**src/rtl/snoop_pkg.sv**
```systemverilog
package snoop_pkg;

  // --------------------
  // Basic widths
  // --------------------

  // Program counter as seen at the core trace port
  typedef logic [63:0] pc_t;

  // Trace fields and register data
  typedef logic [31:0] word_t;

  // Privilege level, encoded as in the core
  typedef logic [1:0] priv_t;

  // Control-transfer record type
  typedef logic [3:0] ctr_type_t;

  // Configuration register address
  typedef logic [1:0] cfg_addr_t;

  // Number of cores feeding the snooper
  localparam int unsigned NUM_CORES = 2;

  // --------------------
  // Trace records
  // --------------------

  // One branch record as presented by a core
  typedef struct packed {
    logic      pc_v;
    pc_t       src_pc;
    pc_t       dst_pc;
    ctr_type_t ctr_type;
    priv_t     priv;
    word_t     instr;
  } core_trace_t;

  // Packed record in the snooper trace layout
  typedef struct packed {
    priv_t priv_lvl;
    word_t pc_src_h;
    word_t pc_src_l;
    word_t pc_dst_h;
    word_t pc_dst_l;
    word_t metadata;
    word_t opcode;
  } trace_t;

  // Packing widths
  localparam int unsigned PC_HI_W    = 31;
  localparam int unsigned META_PAD_W = $bits(word_t) - $bits(ctr_type_t);

  // --------------------
  // Register map
  // --------------------

  localparam cfg_addr_t REG_CTRL      = 2'd0;
  localparam cfg_addr_t REG_WATERMARK = 2'd1;
  localparam cfg_addr_t REG_TRIGGER   = 2'd2;
  localparam cfg_addr_t REG_STATUS    = 2'd3;

  // Control register bits
  localparam int unsigned CTRL_CORE_SEL_BIT = 0;
  localparam int unsigned CTRL_TRIG_EN_BIT  = 1;

  // Status register layout, fill count in the low half
  localparam int unsigned STATUS_COUNT_W = 16;
  localparam int unsigned STATUS_OVF_BIT = 16;

endpackage

```
**src/rtl/trace_capture.sv**
```systemverilog
`timescale 1ns/100ps

module trace_capture (
  input  logic                                                 clk_i,
  input  logic                                                 rst_n_i,
  input  snoop_pkg::core_trace_t [snoop_pkg::NUM_CORES-1:0]    core_trace_i,
  input  logic                                                 core_sel_i,
  output snoop_pkg::trace_t                                    rec_o,
  output logic                                                 rec_push_o
);

  import snoop_pkg::*;

  // --------------------
  // Packing helpers
  // --------------------

  // High word keeps bits 62..32 behind a zero bit
  function automatic word_t pc_high(input pc_t pc);
    word_t w;
    w = {1'b0, pc[32+PC_HI_W-1:32]};
    return w;
  endfunction

  // Low word drops bit 0, which is always zero for aligned fetches
  function automatic word_t pc_low(input pc_t pc);
    word_t w;
    w = {pc[31:1], 1'b0};
    return w;
  endfunction

  function automatic trace_t pack_record(input core_trace_t ct);
    trace_t t;
    t.priv_lvl = ct.priv;
    t.pc_src_h = pc_high(ct.src_pc);
    t.pc_src_l = pc_low(ct.src_pc);
    t.pc_dst_h = pc_high(ct.dst_pc);
    t.pc_dst_l = pc_low(ct.dst_pc);
    t.metadata = {{META_PAD_W{1'b0}}, ct.ctr_type};
    t.opcode   = ct.instr;
    return t;
  endfunction

  // --------------------
  // Core select
  // --------------------

  core_trace_t sel_trace;
  trace_t      rec_d;
  trace_t      rec_q;
  logic        push_q;

  always_comb begin
    sel_trace = core_trace_i[core_sel_i];
    rec_d     = pack_record(sel_trace);
  end

  // Push flag follows the selected valid strobe
  always_ff @(posedge clk_i) begin
    if (!rst_n_i) begin
      push_q <= 1'b0;
    end else begin
      push_q <= sel_trace.pc_v;
    end
  end

  // Record payload, only meaningful with push_q
  always_ff @(posedge clk_i) begin
    if (sel_trace.pc_v) begin
      rec_q <= rec_d;
    end
  end

  assign rec_o      = rec_q;
  assign rec_push_o = push_q;

endmodule

```
**src/rtl/trace_fifo.sv**
```systemverilog
`timescale 1ns/100ps

module trace_fifo #(
  parameter int unsigned LOG_DEPTH = 3
) (
  input  logic                 clk_i,
  input  logic                 rst_n_i,
  input  snoop_pkg::trace_t    rec_i,
  input  logic                 push_i,
  input  logic                 pop_i,
  output snoop_pkg::trace_t    trace_o,
  output logic                 trace_valid_o,
  output logic [LOG_DEPTH:0]   fill_count_o,
  output logic                 overflow_o
);

  import snoop_pkg::*;

  localparam logic [LOG_DEPTH:0] DEPTH = 1 << LOG_DEPTH;

  trace_t               mem_q [DEPTH];
  logic [LOG_DEPTH-1:0] wr_ptr_q;
  logic [LOG_DEPTH-1:0] rd_ptr_q;
  logic [LOG_DEPTH:0]   count_q;

  logic empty;
  logic full;
  logic do_push;
  logic do_pop;

  assign empty = (count_q == '0);
  assign full  = (count_q == DEPTH);

  // A pop frees a slot in the same cycle, so full never blocks push then
  assign do_pop  = pop_i && !empty;
  assign do_push = push_i && (!full || do_pop);

  // --------------------
  // Pointers and count
  // --------------------

  always_ff @(posedge clk_i) begin
    if (!rst_n_i) begin
      wr_ptr_q <= '0;
      rd_ptr_q <= '0;
      count_q  <= '0;
    end else begin
      if (do_push) begin
        wr_ptr_q <= wr_ptr_q + 1'b1;
      end
      if (do_pop) begin
        rd_ptr_q <= rd_ptr_q + 1'b1;
      end
      case ({do_push, do_pop})
        2'b10:   count_q <= count_q + 1'b1;
        2'b01:   count_q <= count_q - 1'b1;
        default: count_q <= count_q;
      endcase
    end
  end

  // Storage
  always_ff @(posedge clk_i) begin
    if (do_push) begin
      mem_q[wr_ptr_q] <= rec_i;
    end
  end

  // Head record shown fall-through
  assign trace_o       = mem_q[rd_ptr_q];
  assign trace_valid_o = !empty;
  assign fill_count_o  = count_q;

  // Dropped record
  assign overflow_o = push_i && full && !do_pop;

endmodule

```
**src/rtl/snoop_ctrl.sv**
```systemverilog
`timescale 1ns/100ps

module snoop_ctrl #(
  parameter int unsigned LOG_DEPTH = 3
) (
  input  logic                   clk_i,
  input  logic                   rst_n_i,
  input  logic                   cfg_we_i,
  input  logic                   cfg_re_i,
  input  snoop_pkg::cfg_addr_t   cfg_addr_i,
  input  snoop_pkg::word_t       cfg_wdata_i,
  input  snoop_pkg::trace_t      rec_i,
  input  logic                   rec_push_i,
  input  logic [LOG_DEPTH:0]     fill_count_i,
  input  logic                   overflow_i,
  output snoop_pkg::word_t       cfg_rdata_o,
  output logic                   cfg_rvalid_o,
  output logic                   core_sel_o,
  output logic                   watermark_irq_o,
  output logic                   trigger_irq_o
);

  import snoop_pkg::*;

  word_t ctrl_q;
  word_t watermark_q;
  word_t trigger_q;
  logic  ovf_q;

  word_t rdata_d;
  word_t rdata_q;
  logic  rvalid_q;
  word_t status;
  word_t count_ext;

  logic  trig_hit;
  logic  trig_irq_q;
  logic  wm_irq_q;

  // --------------------
  // Register writes
  // --------------------

  always_ff @(posedge clk_i) begin
    if (!rst_n_i) begin
      ctrl_q      <= '0;
      watermark_q <= '0;
      trigger_q   <= '0;
    end else if (cfg_we_i) begin
      case (cfg_addr_i)
        REG_CTRL:      ctrl_q      <= cfg_wdata_i;
        REG_WATERMARK: watermark_q <= cfg_wdata_i;
        REG_TRIGGER:   trigger_q   <= cfg_wdata_i;
        // Status is read-only
        default: ;
      endcase
    end
  end

  // Sticky overflow, a new drop wins over the clear-on-read
  always_ff @(posedge clk_i) begin
    if (!rst_n_i) begin
      ovf_q <= 1'b0;
    end else if (overflow_i) begin
      ovf_q <= 1'b1;
    end else if (cfg_re_i && (cfg_addr_i == REG_STATUS)) begin
      ovf_q <= 1'b0;
    end
  end

  // --------------------
  // Readback
  // --------------------

  always_comb begin
    status                 = '0;
    status[STATUS_COUNT_W-1:0] = STATUS_COUNT_W'(fill_count_i);
    status[STATUS_OVF_BIT] = ovf_q;
    case (cfg_addr_i)
      REG_CTRL:      rdata_d = ctrl_q;
      REG_WATERMARK: rdata_d = watermark_q;
      REG_TRIGGER:   rdata_d = trigger_q;
      default:       rdata_d = status;
    endcase
  end

  always_ff @(posedge clk_i) begin
    if (!rst_n_i) begin
      rvalid_q <= 1'b0;
    end else begin
      rvalid_q <= cfg_re_i;
    end
  end

  always_ff @(posedge clk_i) begin
    if (cfg_re_i) begin
      rdata_q <= rdata_d;
    end
  end

  // --------------------
  // Interrupts
  // --------------------

  // Target low word against the programmed address
  assign trig_hit = rec_push_i && ctrl_q[CTRL_TRIG_EN_BIT] &&
                    (rec_i.pc_dst_l == trigger_q);

  assign count_ext = word_t'(fill_count_i);

  always_ff @(posedge clk_i) begin
    if (!rst_n_i) begin
      trig_irq_q <= 1'b0;
      wm_irq_q   <= 1'b0;
    end else begin
      trig_irq_q <= trig_hit;
      // Zero watermark disables the level
      wm_irq_q   <= (watermark_q != '0) && (count_ext >= watermark_q);
    end
  end

  assign cfg_rdata_o     = rdata_q;
  assign cfg_rvalid_o    = rvalid_q;
  assign core_sel_o      = ctrl_q[CTRL_CORE_SEL_BIT];
  assign watermark_irq_o = wm_irq_q;
  assign trigger_irq_o   = trig_irq_q;

endmodule

```
**src/rtl/cfi_snoop_top.sv**
```systemverilog
`timescale 1ns/100ps

module cfi_snoop_top #(
  parameter int unsigned LOG_DEPTH = 3
) (
  input  logic                                               clk_i,
  input  logic                                               rst_n_i,
  // Core trace ports
  input  snoop_pkg::core_trace_t [snoop_pkg::NUM_CORES-1:0]  core_trace_i,
  // Configuration port
  input  logic                                               cfg_we_i,
  input  logic                                               cfg_re_i,
  input  snoop_pkg::cfg_addr_t                               cfg_addr_i,
  input  snoop_pkg::word_t                                   cfg_wdata_i,
  output snoop_pkg::word_t                                   cfg_rdata_o,
  output logic                                               cfg_rvalid_o,
  // Trace read port
  output snoop_pkg::trace_t                                  trace_o,
  output logic                                               trace_valid_o,
  input  logic                                               trace_pop_i,
  // Interrupts
  output logic                                               watermark_irq_o,
  output logic                                               trigger_irq_o
);

  import snoop_pkg::*;

  logic               core_sel;
  trace_t             rec;
  logic               rec_push;
  logic [LOG_DEPTH:0] fill_count;
  logic               overflow;

  // --------------------
  // Input side
  // --------------------

  trace_capture trace_capture_inst (
    .clk_i        ( clk_i        ),
    .rst_n_i      ( rst_n_i      ),
    .core_trace_i ( core_trace_i ),
    .core_sel_i   ( core_sel     ),
    .rec_o        ( rec          ),
    .rec_push_o   ( rec_push     )
  );

  // Record buffer
  trace_fifo #(
    .LOG_DEPTH ( LOG_DEPTH )
  ) trace_fifo_inst (
    .clk_i         ( clk_i         ),
    .rst_n_i       ( rst_n_i       ),
    .rec_i         ( rec           ),
    .push_i        ( rec_push      ),
    .pop_i         ( trace_pop_i   ),
    .trace_o       ( trace_o       ),
    .trace_valid_o ( trace_valid_o ),
    .fill_count_o  ( fill_count    ),
    .overflow_o    ( overflow      )
  );

  // Registers and interrupts
  snoop_ctrl #(
    .LOG_DEPTH ( LOG_DEPTH )
  ) snoop_ctrl_inst (
    .clk_i           ( clk_i           ),
    .rst_n_i         ( rst_n_i         ),
    .cfg_we_i        ( cfg_we_i        ),
    .cfg_re_i        ( cfg_re_i        ),
    .cfg_addr_i      ( cfg_addr_i      ),
    .cfg_wdata_i     ( cfg_wdata_i     ),
    .rec_i           ( rec             ),
    .rec_push_i      ( rec_push        ),
    .fill_count_i    ( fill_count      ),
    .overflow_i      ( overflow        ),
    .cfg_rdata_o     ( cfg_rdata_o     ),
    .cfg_rvalid_o    ( cfg_rvalid_o    ),
    .core_sel_o      ( core_sel        ),
    .watermark_irq_o ( watermark_irq_o ),
    .trigger_irq_o   ( trigger_irq_o   )
  );

endmodule

```
**config.mk**
```make
export PLATFORM = sky130hd
export DESIGN_NAME = cfi_snoop_top
export DESIGN_NICKNAME = d
export VERILOG_FILES = /design/src/rtl/snoop_pkg.sv /design/src/rtl/trace_capture.sv /design/src/rtl/trace_fifo.sv /design/src/rtl/snoop_ctrl.sv /design/src/rtl/cfi_snoop_top.sv
export SDC_FILE = /design/constraint.sdc
export NUM_CORES = 1
export LEC_CHECK = 0
export BUFFER_PORTS_ARGS = -buffer_cell sky130_fd_sc_hd__buf_2
export CORE_UTILIZATION = 56
export CTS_CLUSTER_SIZE = 30
export DETAILED_ROUTE_END_ITERATION = 8
export PLACE_DENSITY = 0.76
export SETUP_SLACK_MARGIN = 0.3
export SLEW_MARGIN = 10
export SYNTH_ARGS = -nofsm -noshare
export SYNTH_HDL_FRONTEND = slang
export SYNTH_SLANG_ARGS = --single-unit
```
**constraint.sdc**
```tcl
create_clock -name clk_i -period 39.2 [get_ports clk_i]
set_input_delay 3.92 -clock clk_i [delete_from_list [all_inputs] [get_ports clk_i]]
set_output_delay 3.92 -clock clk_i [all_outputs]
set_load 0.005 [all_outputs]
```
# Word-level counts from Yosys, hierarchy flattened
# Memories as Yosys holds them, arrays and structs flattened. A register that Yosys moved wholly into a read port is not among the register bits.
# Cells that the tools add are included.
# Widths: inputs -> output; s select.
# word_totals
out_inout_bits	230
register_bits	305
n_memories	1
input_bits	373
ramBits	1296
elab_cells	63
# memory_table
name	words	word_bits	rd	rd_ports_with_merged_regs	write_ports	line_no	text
trace_fifo_inst.mem_q	8	162	1	1	1	trace_fifo.sv:21	trace_t mem_q [DEPTH];
# op_classes
addsub	4
reduce_logical	20
n_mux	10
n_lt_le_gt_ge	2
eq_ne	7
# ops
cell	count
$mux 167	2
$pmux 32 s3	1
$eq 32x32->1	1
$ge 4x32->1	1
$reduce_bool 32->1	1
$logic_and 1x1->1	8
$pmux 4 s2	1
$add 3x1->3 const B	2
$eq 2x2->1 const B	3
$mux 3	2
$reduce_and 2->1	3
$add 4x1->4 const B	1
$eq 2x1->1 const B	2
$eq 4x4->1 const B	1
$logic_not 4->1	1
$mux 1	4
$reduce_bool 2->1	2
$sub 4x1->4 const B	1
$logic_not 1->1	3
$logic_not 2->1	1
$lt 1x2->1 const B	1
$logic_or 1x1->1	1

# Logic depth before layout (Yosys ltp)
# logic_depth
word_depth	7
ltp_mapped	8
mapped_depth_nobuf	7

# Cells and area by module
# A second synthesis with hierarchy kept.
# hier_totals
cells_unflattened	3333
hier_area_um2	72106.7
# by_module_without_submodules
module	instances	area_each_um2	seq_area_each_um2	cells_each
trace_fifo	1	58847.7	46864.9	2327
trace_capture	1	7423.4	4884.7	378
snoop_ctrl	1	5835.6	2962.8	628

# Least setup slack after synthesis
# No wires, ideal clock.
# synth_path
path_kind	input port to flip-flop
startpoint	input port trace_pop_i
endpoint	memory trace_fifo_inst.mem_q[0][0] in the netlist's numbering (enable)
arrival_ns	15.385
path_stages	4
path_buffers	0
path_slack_ns	22.932
t_required_ns	38.318
setup_ns	0.882
cell_sequence	nand2b_1 > o21ai_1 > or2_2 > nor3_1
# synth_between
elab_chain_len	5
# synth_rtl
item	line_no	text
start, declared	cfi_snoop_top.sv:20	input logic trace_pop_i,
$logic_and 1x1->1	trace_fifo.sv:35	assign do_pop = pop_i && !empty;
$logic_or 1x1->1	trace_fifo.sv:36	assign do_push = push_i && (!full || do_pop);
$logic_and 1x1->1	trace_fifo.sv:36	
$mux 1	trace_fifo.sv:64	if (do_push) begin
$mux 1 (not written as such)	trace_fifo.sv:65	mem_q[wr_ptr_q] <= rec_i;
end, declared	trace_fifo.sv:21	
# Every way passes these cells.

==> flow_summary.ini <==
[status]
status = complete, no violations

[setup_path]
cp-endpoint = trace_o[184]
reg2reg_slack_ps = 35010
timing.rr.start = trace_fifo_inst.fill_count_o[0]
critPathMostFrequentCell = buf_4
path_cells = buf_4 -> buf_4 -> buf_4 -> buf_4 -> mux4_2 -> mux2_2 -> buf_2
rr_worst_depth = 5
start_kind = register
path_depth = 7
slowest_delay_ps = 930
cp_num_buf_inv = 5
cp.arrival_ps = 5720
cp_data_required_time_ps = 35280
critPathMaxFanout = 52
crit_family = buffers and inverters
criticalPathCategory = reg -> out
slowest_stage = buf_4
endpoint_kind = output pin
r2r-end = trace_fifo_inst.mem_q[3][91]

[worst_hold_path]
holdCritPathClass = reg -> reg

[clock_network]
cts.path.max_buffers = 3
clk_latency_ps = 770
clk_pin_slew_ps = 60
cts-htree-levels = 4
cts_tree = built
post_cts_resized = 0
cts-root-buf = clkbuf_16
cts.sinks = 1604
cts_hold_buf = 0
cts_setup_buffers = 0
cts_buffers = 157

[logic_synthesis]
synth_ff_type = edfxtp_1
synth_edf_count = 1490
syn_area_mm2 = 0.0622
yosys.area.top_type = edfxtp_1
synth_area_leaders = edfxtp_1 (72%), mux4_2 (12%), mux2_2 (5.9%)
syn_inst = 2963
yosysSeqAreaShare_pct = 75.6
ys_warn_count = 0
synth_most_common_cell = edfxtp_1
avgSynthCellArea_um2 = 21.0
synth_top_area_share_pct = 72.0
async_reset_ff_share_pct = 0
synth_cell_type_count = 47
synth_common_cells = edfxtp_1 (1490), mux4_2 (329), mux2_2 (325)
synth_seq_cells = 1604

[layout]
fin_nets = 3949
register_area_mm2 = 0.0470
multiInputGateArea_mm2 = 0.0142
syn_to_final_growth_pct = 14.8
final_cells = 5173
n_fill_cell = 7131
layout-drive-gt1-share_pct = 40.2

[job]
max-cap-violations = 0

[placement]
gp_congestion = 0.801
dp.cells = 4886
port_buffers = 562
hpwl_um = 72200

[timing]
drv_slew = 0
fmax_ghz = 0.104
tightest_slew_ps = 1060
finClkSkew_ps = 22.8
finalCritPeriodShare_pct = 24.6
slew_headroom_pct = 29.4
min_period_ps = 9640
setup_tns_ps = 0
setup_viol = 0
hold_viol = 0
rsz0062_at_grt = no

[drt]
antenna_left = 0
drt_iter0_drc = 2492
drcViolationCount = 0
wl_met1_um = 52300
wl_met2_um = 65800
top_layer_used = met4
wire_per_inst_um = 25.5
vias_per_cell = 5.90
drt_pass1_iterations = 7
wirelength_um = 132000
wl_met3_um = 10400
num_vias = 30500

[global_routing]
track_usage_pct = 23.6
antenna_found_initial = 6
grt_pass1_wl_um = 194000
grt_pass1_vias = 31400
grt_max_degree = 126
grt_overflow = 0

[floorplanning]
dieHeight_um = 335
io_pins = 603
start_util_pct = 56.8
coreArea_mm2 = 0.109
dieArea_mm2 = 0.112
die_x_um = 335
rows = 121

[pwr]
vdd_ir_drop_max_mv = 0.0411
p_per_area_mw_per_mm2 = 56.1
p_leak_nw = 23.4
==> layout make-up <==
cell class,count,share of cell area (%)
Antenna cell,1,0.00351
Sequential cell,1604,65.9
Inverter,4,0.0210
Multi-Input combinational cell,1196,19.9
Clock inverter,75,1.01
Tap cell,1476,2.59
Timing Repair Buffer,606,4.53
Clock buffer,211,5.98
==> cells in the final DEF (no fill, tap or decap), types with 5 or more instances in the layout <==
cell        instances
a21boi_1           30
nand2_1           227
o21ai_0            28
conb_1             32
mux4_2            329
bufinv_16          10
buf_12              7
clkinv_2           15
nand2b_1            5
nor2_4              6
nand4_1             5
mux2_2            324
clkinv_1           32
xor2_1             25
clkbuf_1           46
buf_4              37
edfxtp_1         1490
clkbuf_16         162
buf_2             562
clkinvlp_4          7
clkinv_8            6
ha_1                7
mux2i_1            29
a21boi_0           68
and2_1              8
dfxtp_1           110
nor4_1             13
xnor2_1            13
==> state kept, by name, summed over array words and instances (netlist names), named ones only <==
signal	count
trace_capture_inst.rec_push_o	1
snoop_ctrl_inst.trigger_irq_o	1
trace_capture_inst.rec_o	162
snoop_ctrl_inst.watermark_q	32
snoop_ctrl_inst.ctrl_q	32
snoop_ctrl_inst.cfg_rdata_o	32
snoop_ctrl_inst.watermark_irq_o	1
trace_fifo_inst.mem_q	1296
trace_fifo_inst.fill_count_o	4
snoop_ctrl_inst.cfg_rvalid_o	1
trace_fifo_inst.wr_ptr_q	3
snoop_ctrl_inst.trigger_q	32
snoop_ctrl_inst.ovf_q	1
trace_fifo_inst.rd_ptr_q	3
==> how the worst min path moves through the flow <==
stage                               startpoint                    endpoint  depth (start not counted)
detailed placement   snoop_ctrl_inst.ctrl_q[6]   snoop_ctrl_inst.ctrl_q[6]                          2
finish               snoop_ctrl_inst.ctrl_q[6]   snoop_ctrl_inst.ctrl_q[6]                          2
global placement    snoop_ctrl_inst.ctrl_q[19]  snoop_ctrl_inst.ctrl_q[19]                          2
global route        snoop_ctrl_inst.ctrl_q[29]  snoop_ctrl_inst.ctrl_q[29]                          2
floorplan           snoop_ctrl_inst.ctrl_q[16]  snoop_ctrl_inst.ctrl_q[16]                          2
CTS                  snoop_ctrl_inst.ctrl_q[4]   snoop_ctrl_inst.ctrl_q[4]                          2
==> per-stage QoR <==
step | cell area, um^2 | hold slack [ps] | setup slack, ps | util, % | power, W
after floorplan | 62300 | 432 | 22930 | - | 0.00243
after global placement | 66400 | 440 | 30130 | 60.6 | 0.00259
after detailed placement | 66400 | 445 | 30120 | 60.6 | 0.00259
after CTS | 71400 | 453 | 29270 | 65.2 | 0.00404
after global routing | 71400 | 466 | 28990 | 65.2 | 0.00414
final | 71400 | 452 | 29560 | 65.2 | 0.00401
==> power breakdown <==
group / switching [W] / internal (W)
Sequential: 0.0000416 / 0.00192
Clock: 0.000622 / 0.000833
Combinational: 0.000271 / 0.000323
Total: 0.000934 / 0.00307
==> worst register-to-register path, delay by kind of cell (launching register included) <==
kind | cells | cell delay, ps
buffers and inverters | 2 | 1700
AND/OR/NAND/NOR | 2 | 1140
flip-flops | 1 | 590
AO/OA/AOI/OAI | 1 | 330
==> metal layers <==
metal | vias to the layer above | track usage (%)
li1 | 13200 | -
met1 | 15800 | 31.3
met2 | 1297 | 38.9
met3 | 196 | 4.94
met4 | 0 | 8.19
met5 | - | 0
==> cells by family after synthesis <==
family,Yosys count,synth area share (%)
muxes,683,18.3
DFF,1604,75.6
AOI/OAI and AO/OA,142,1.60
and+or+nand+nor,294,2.02
xor gates and xnor gates,38,0.535
buffers and inverters,194,1.79
other,1,0.00603
adders and majority gates,7,0.141
(Power assumes the default switching activity.)
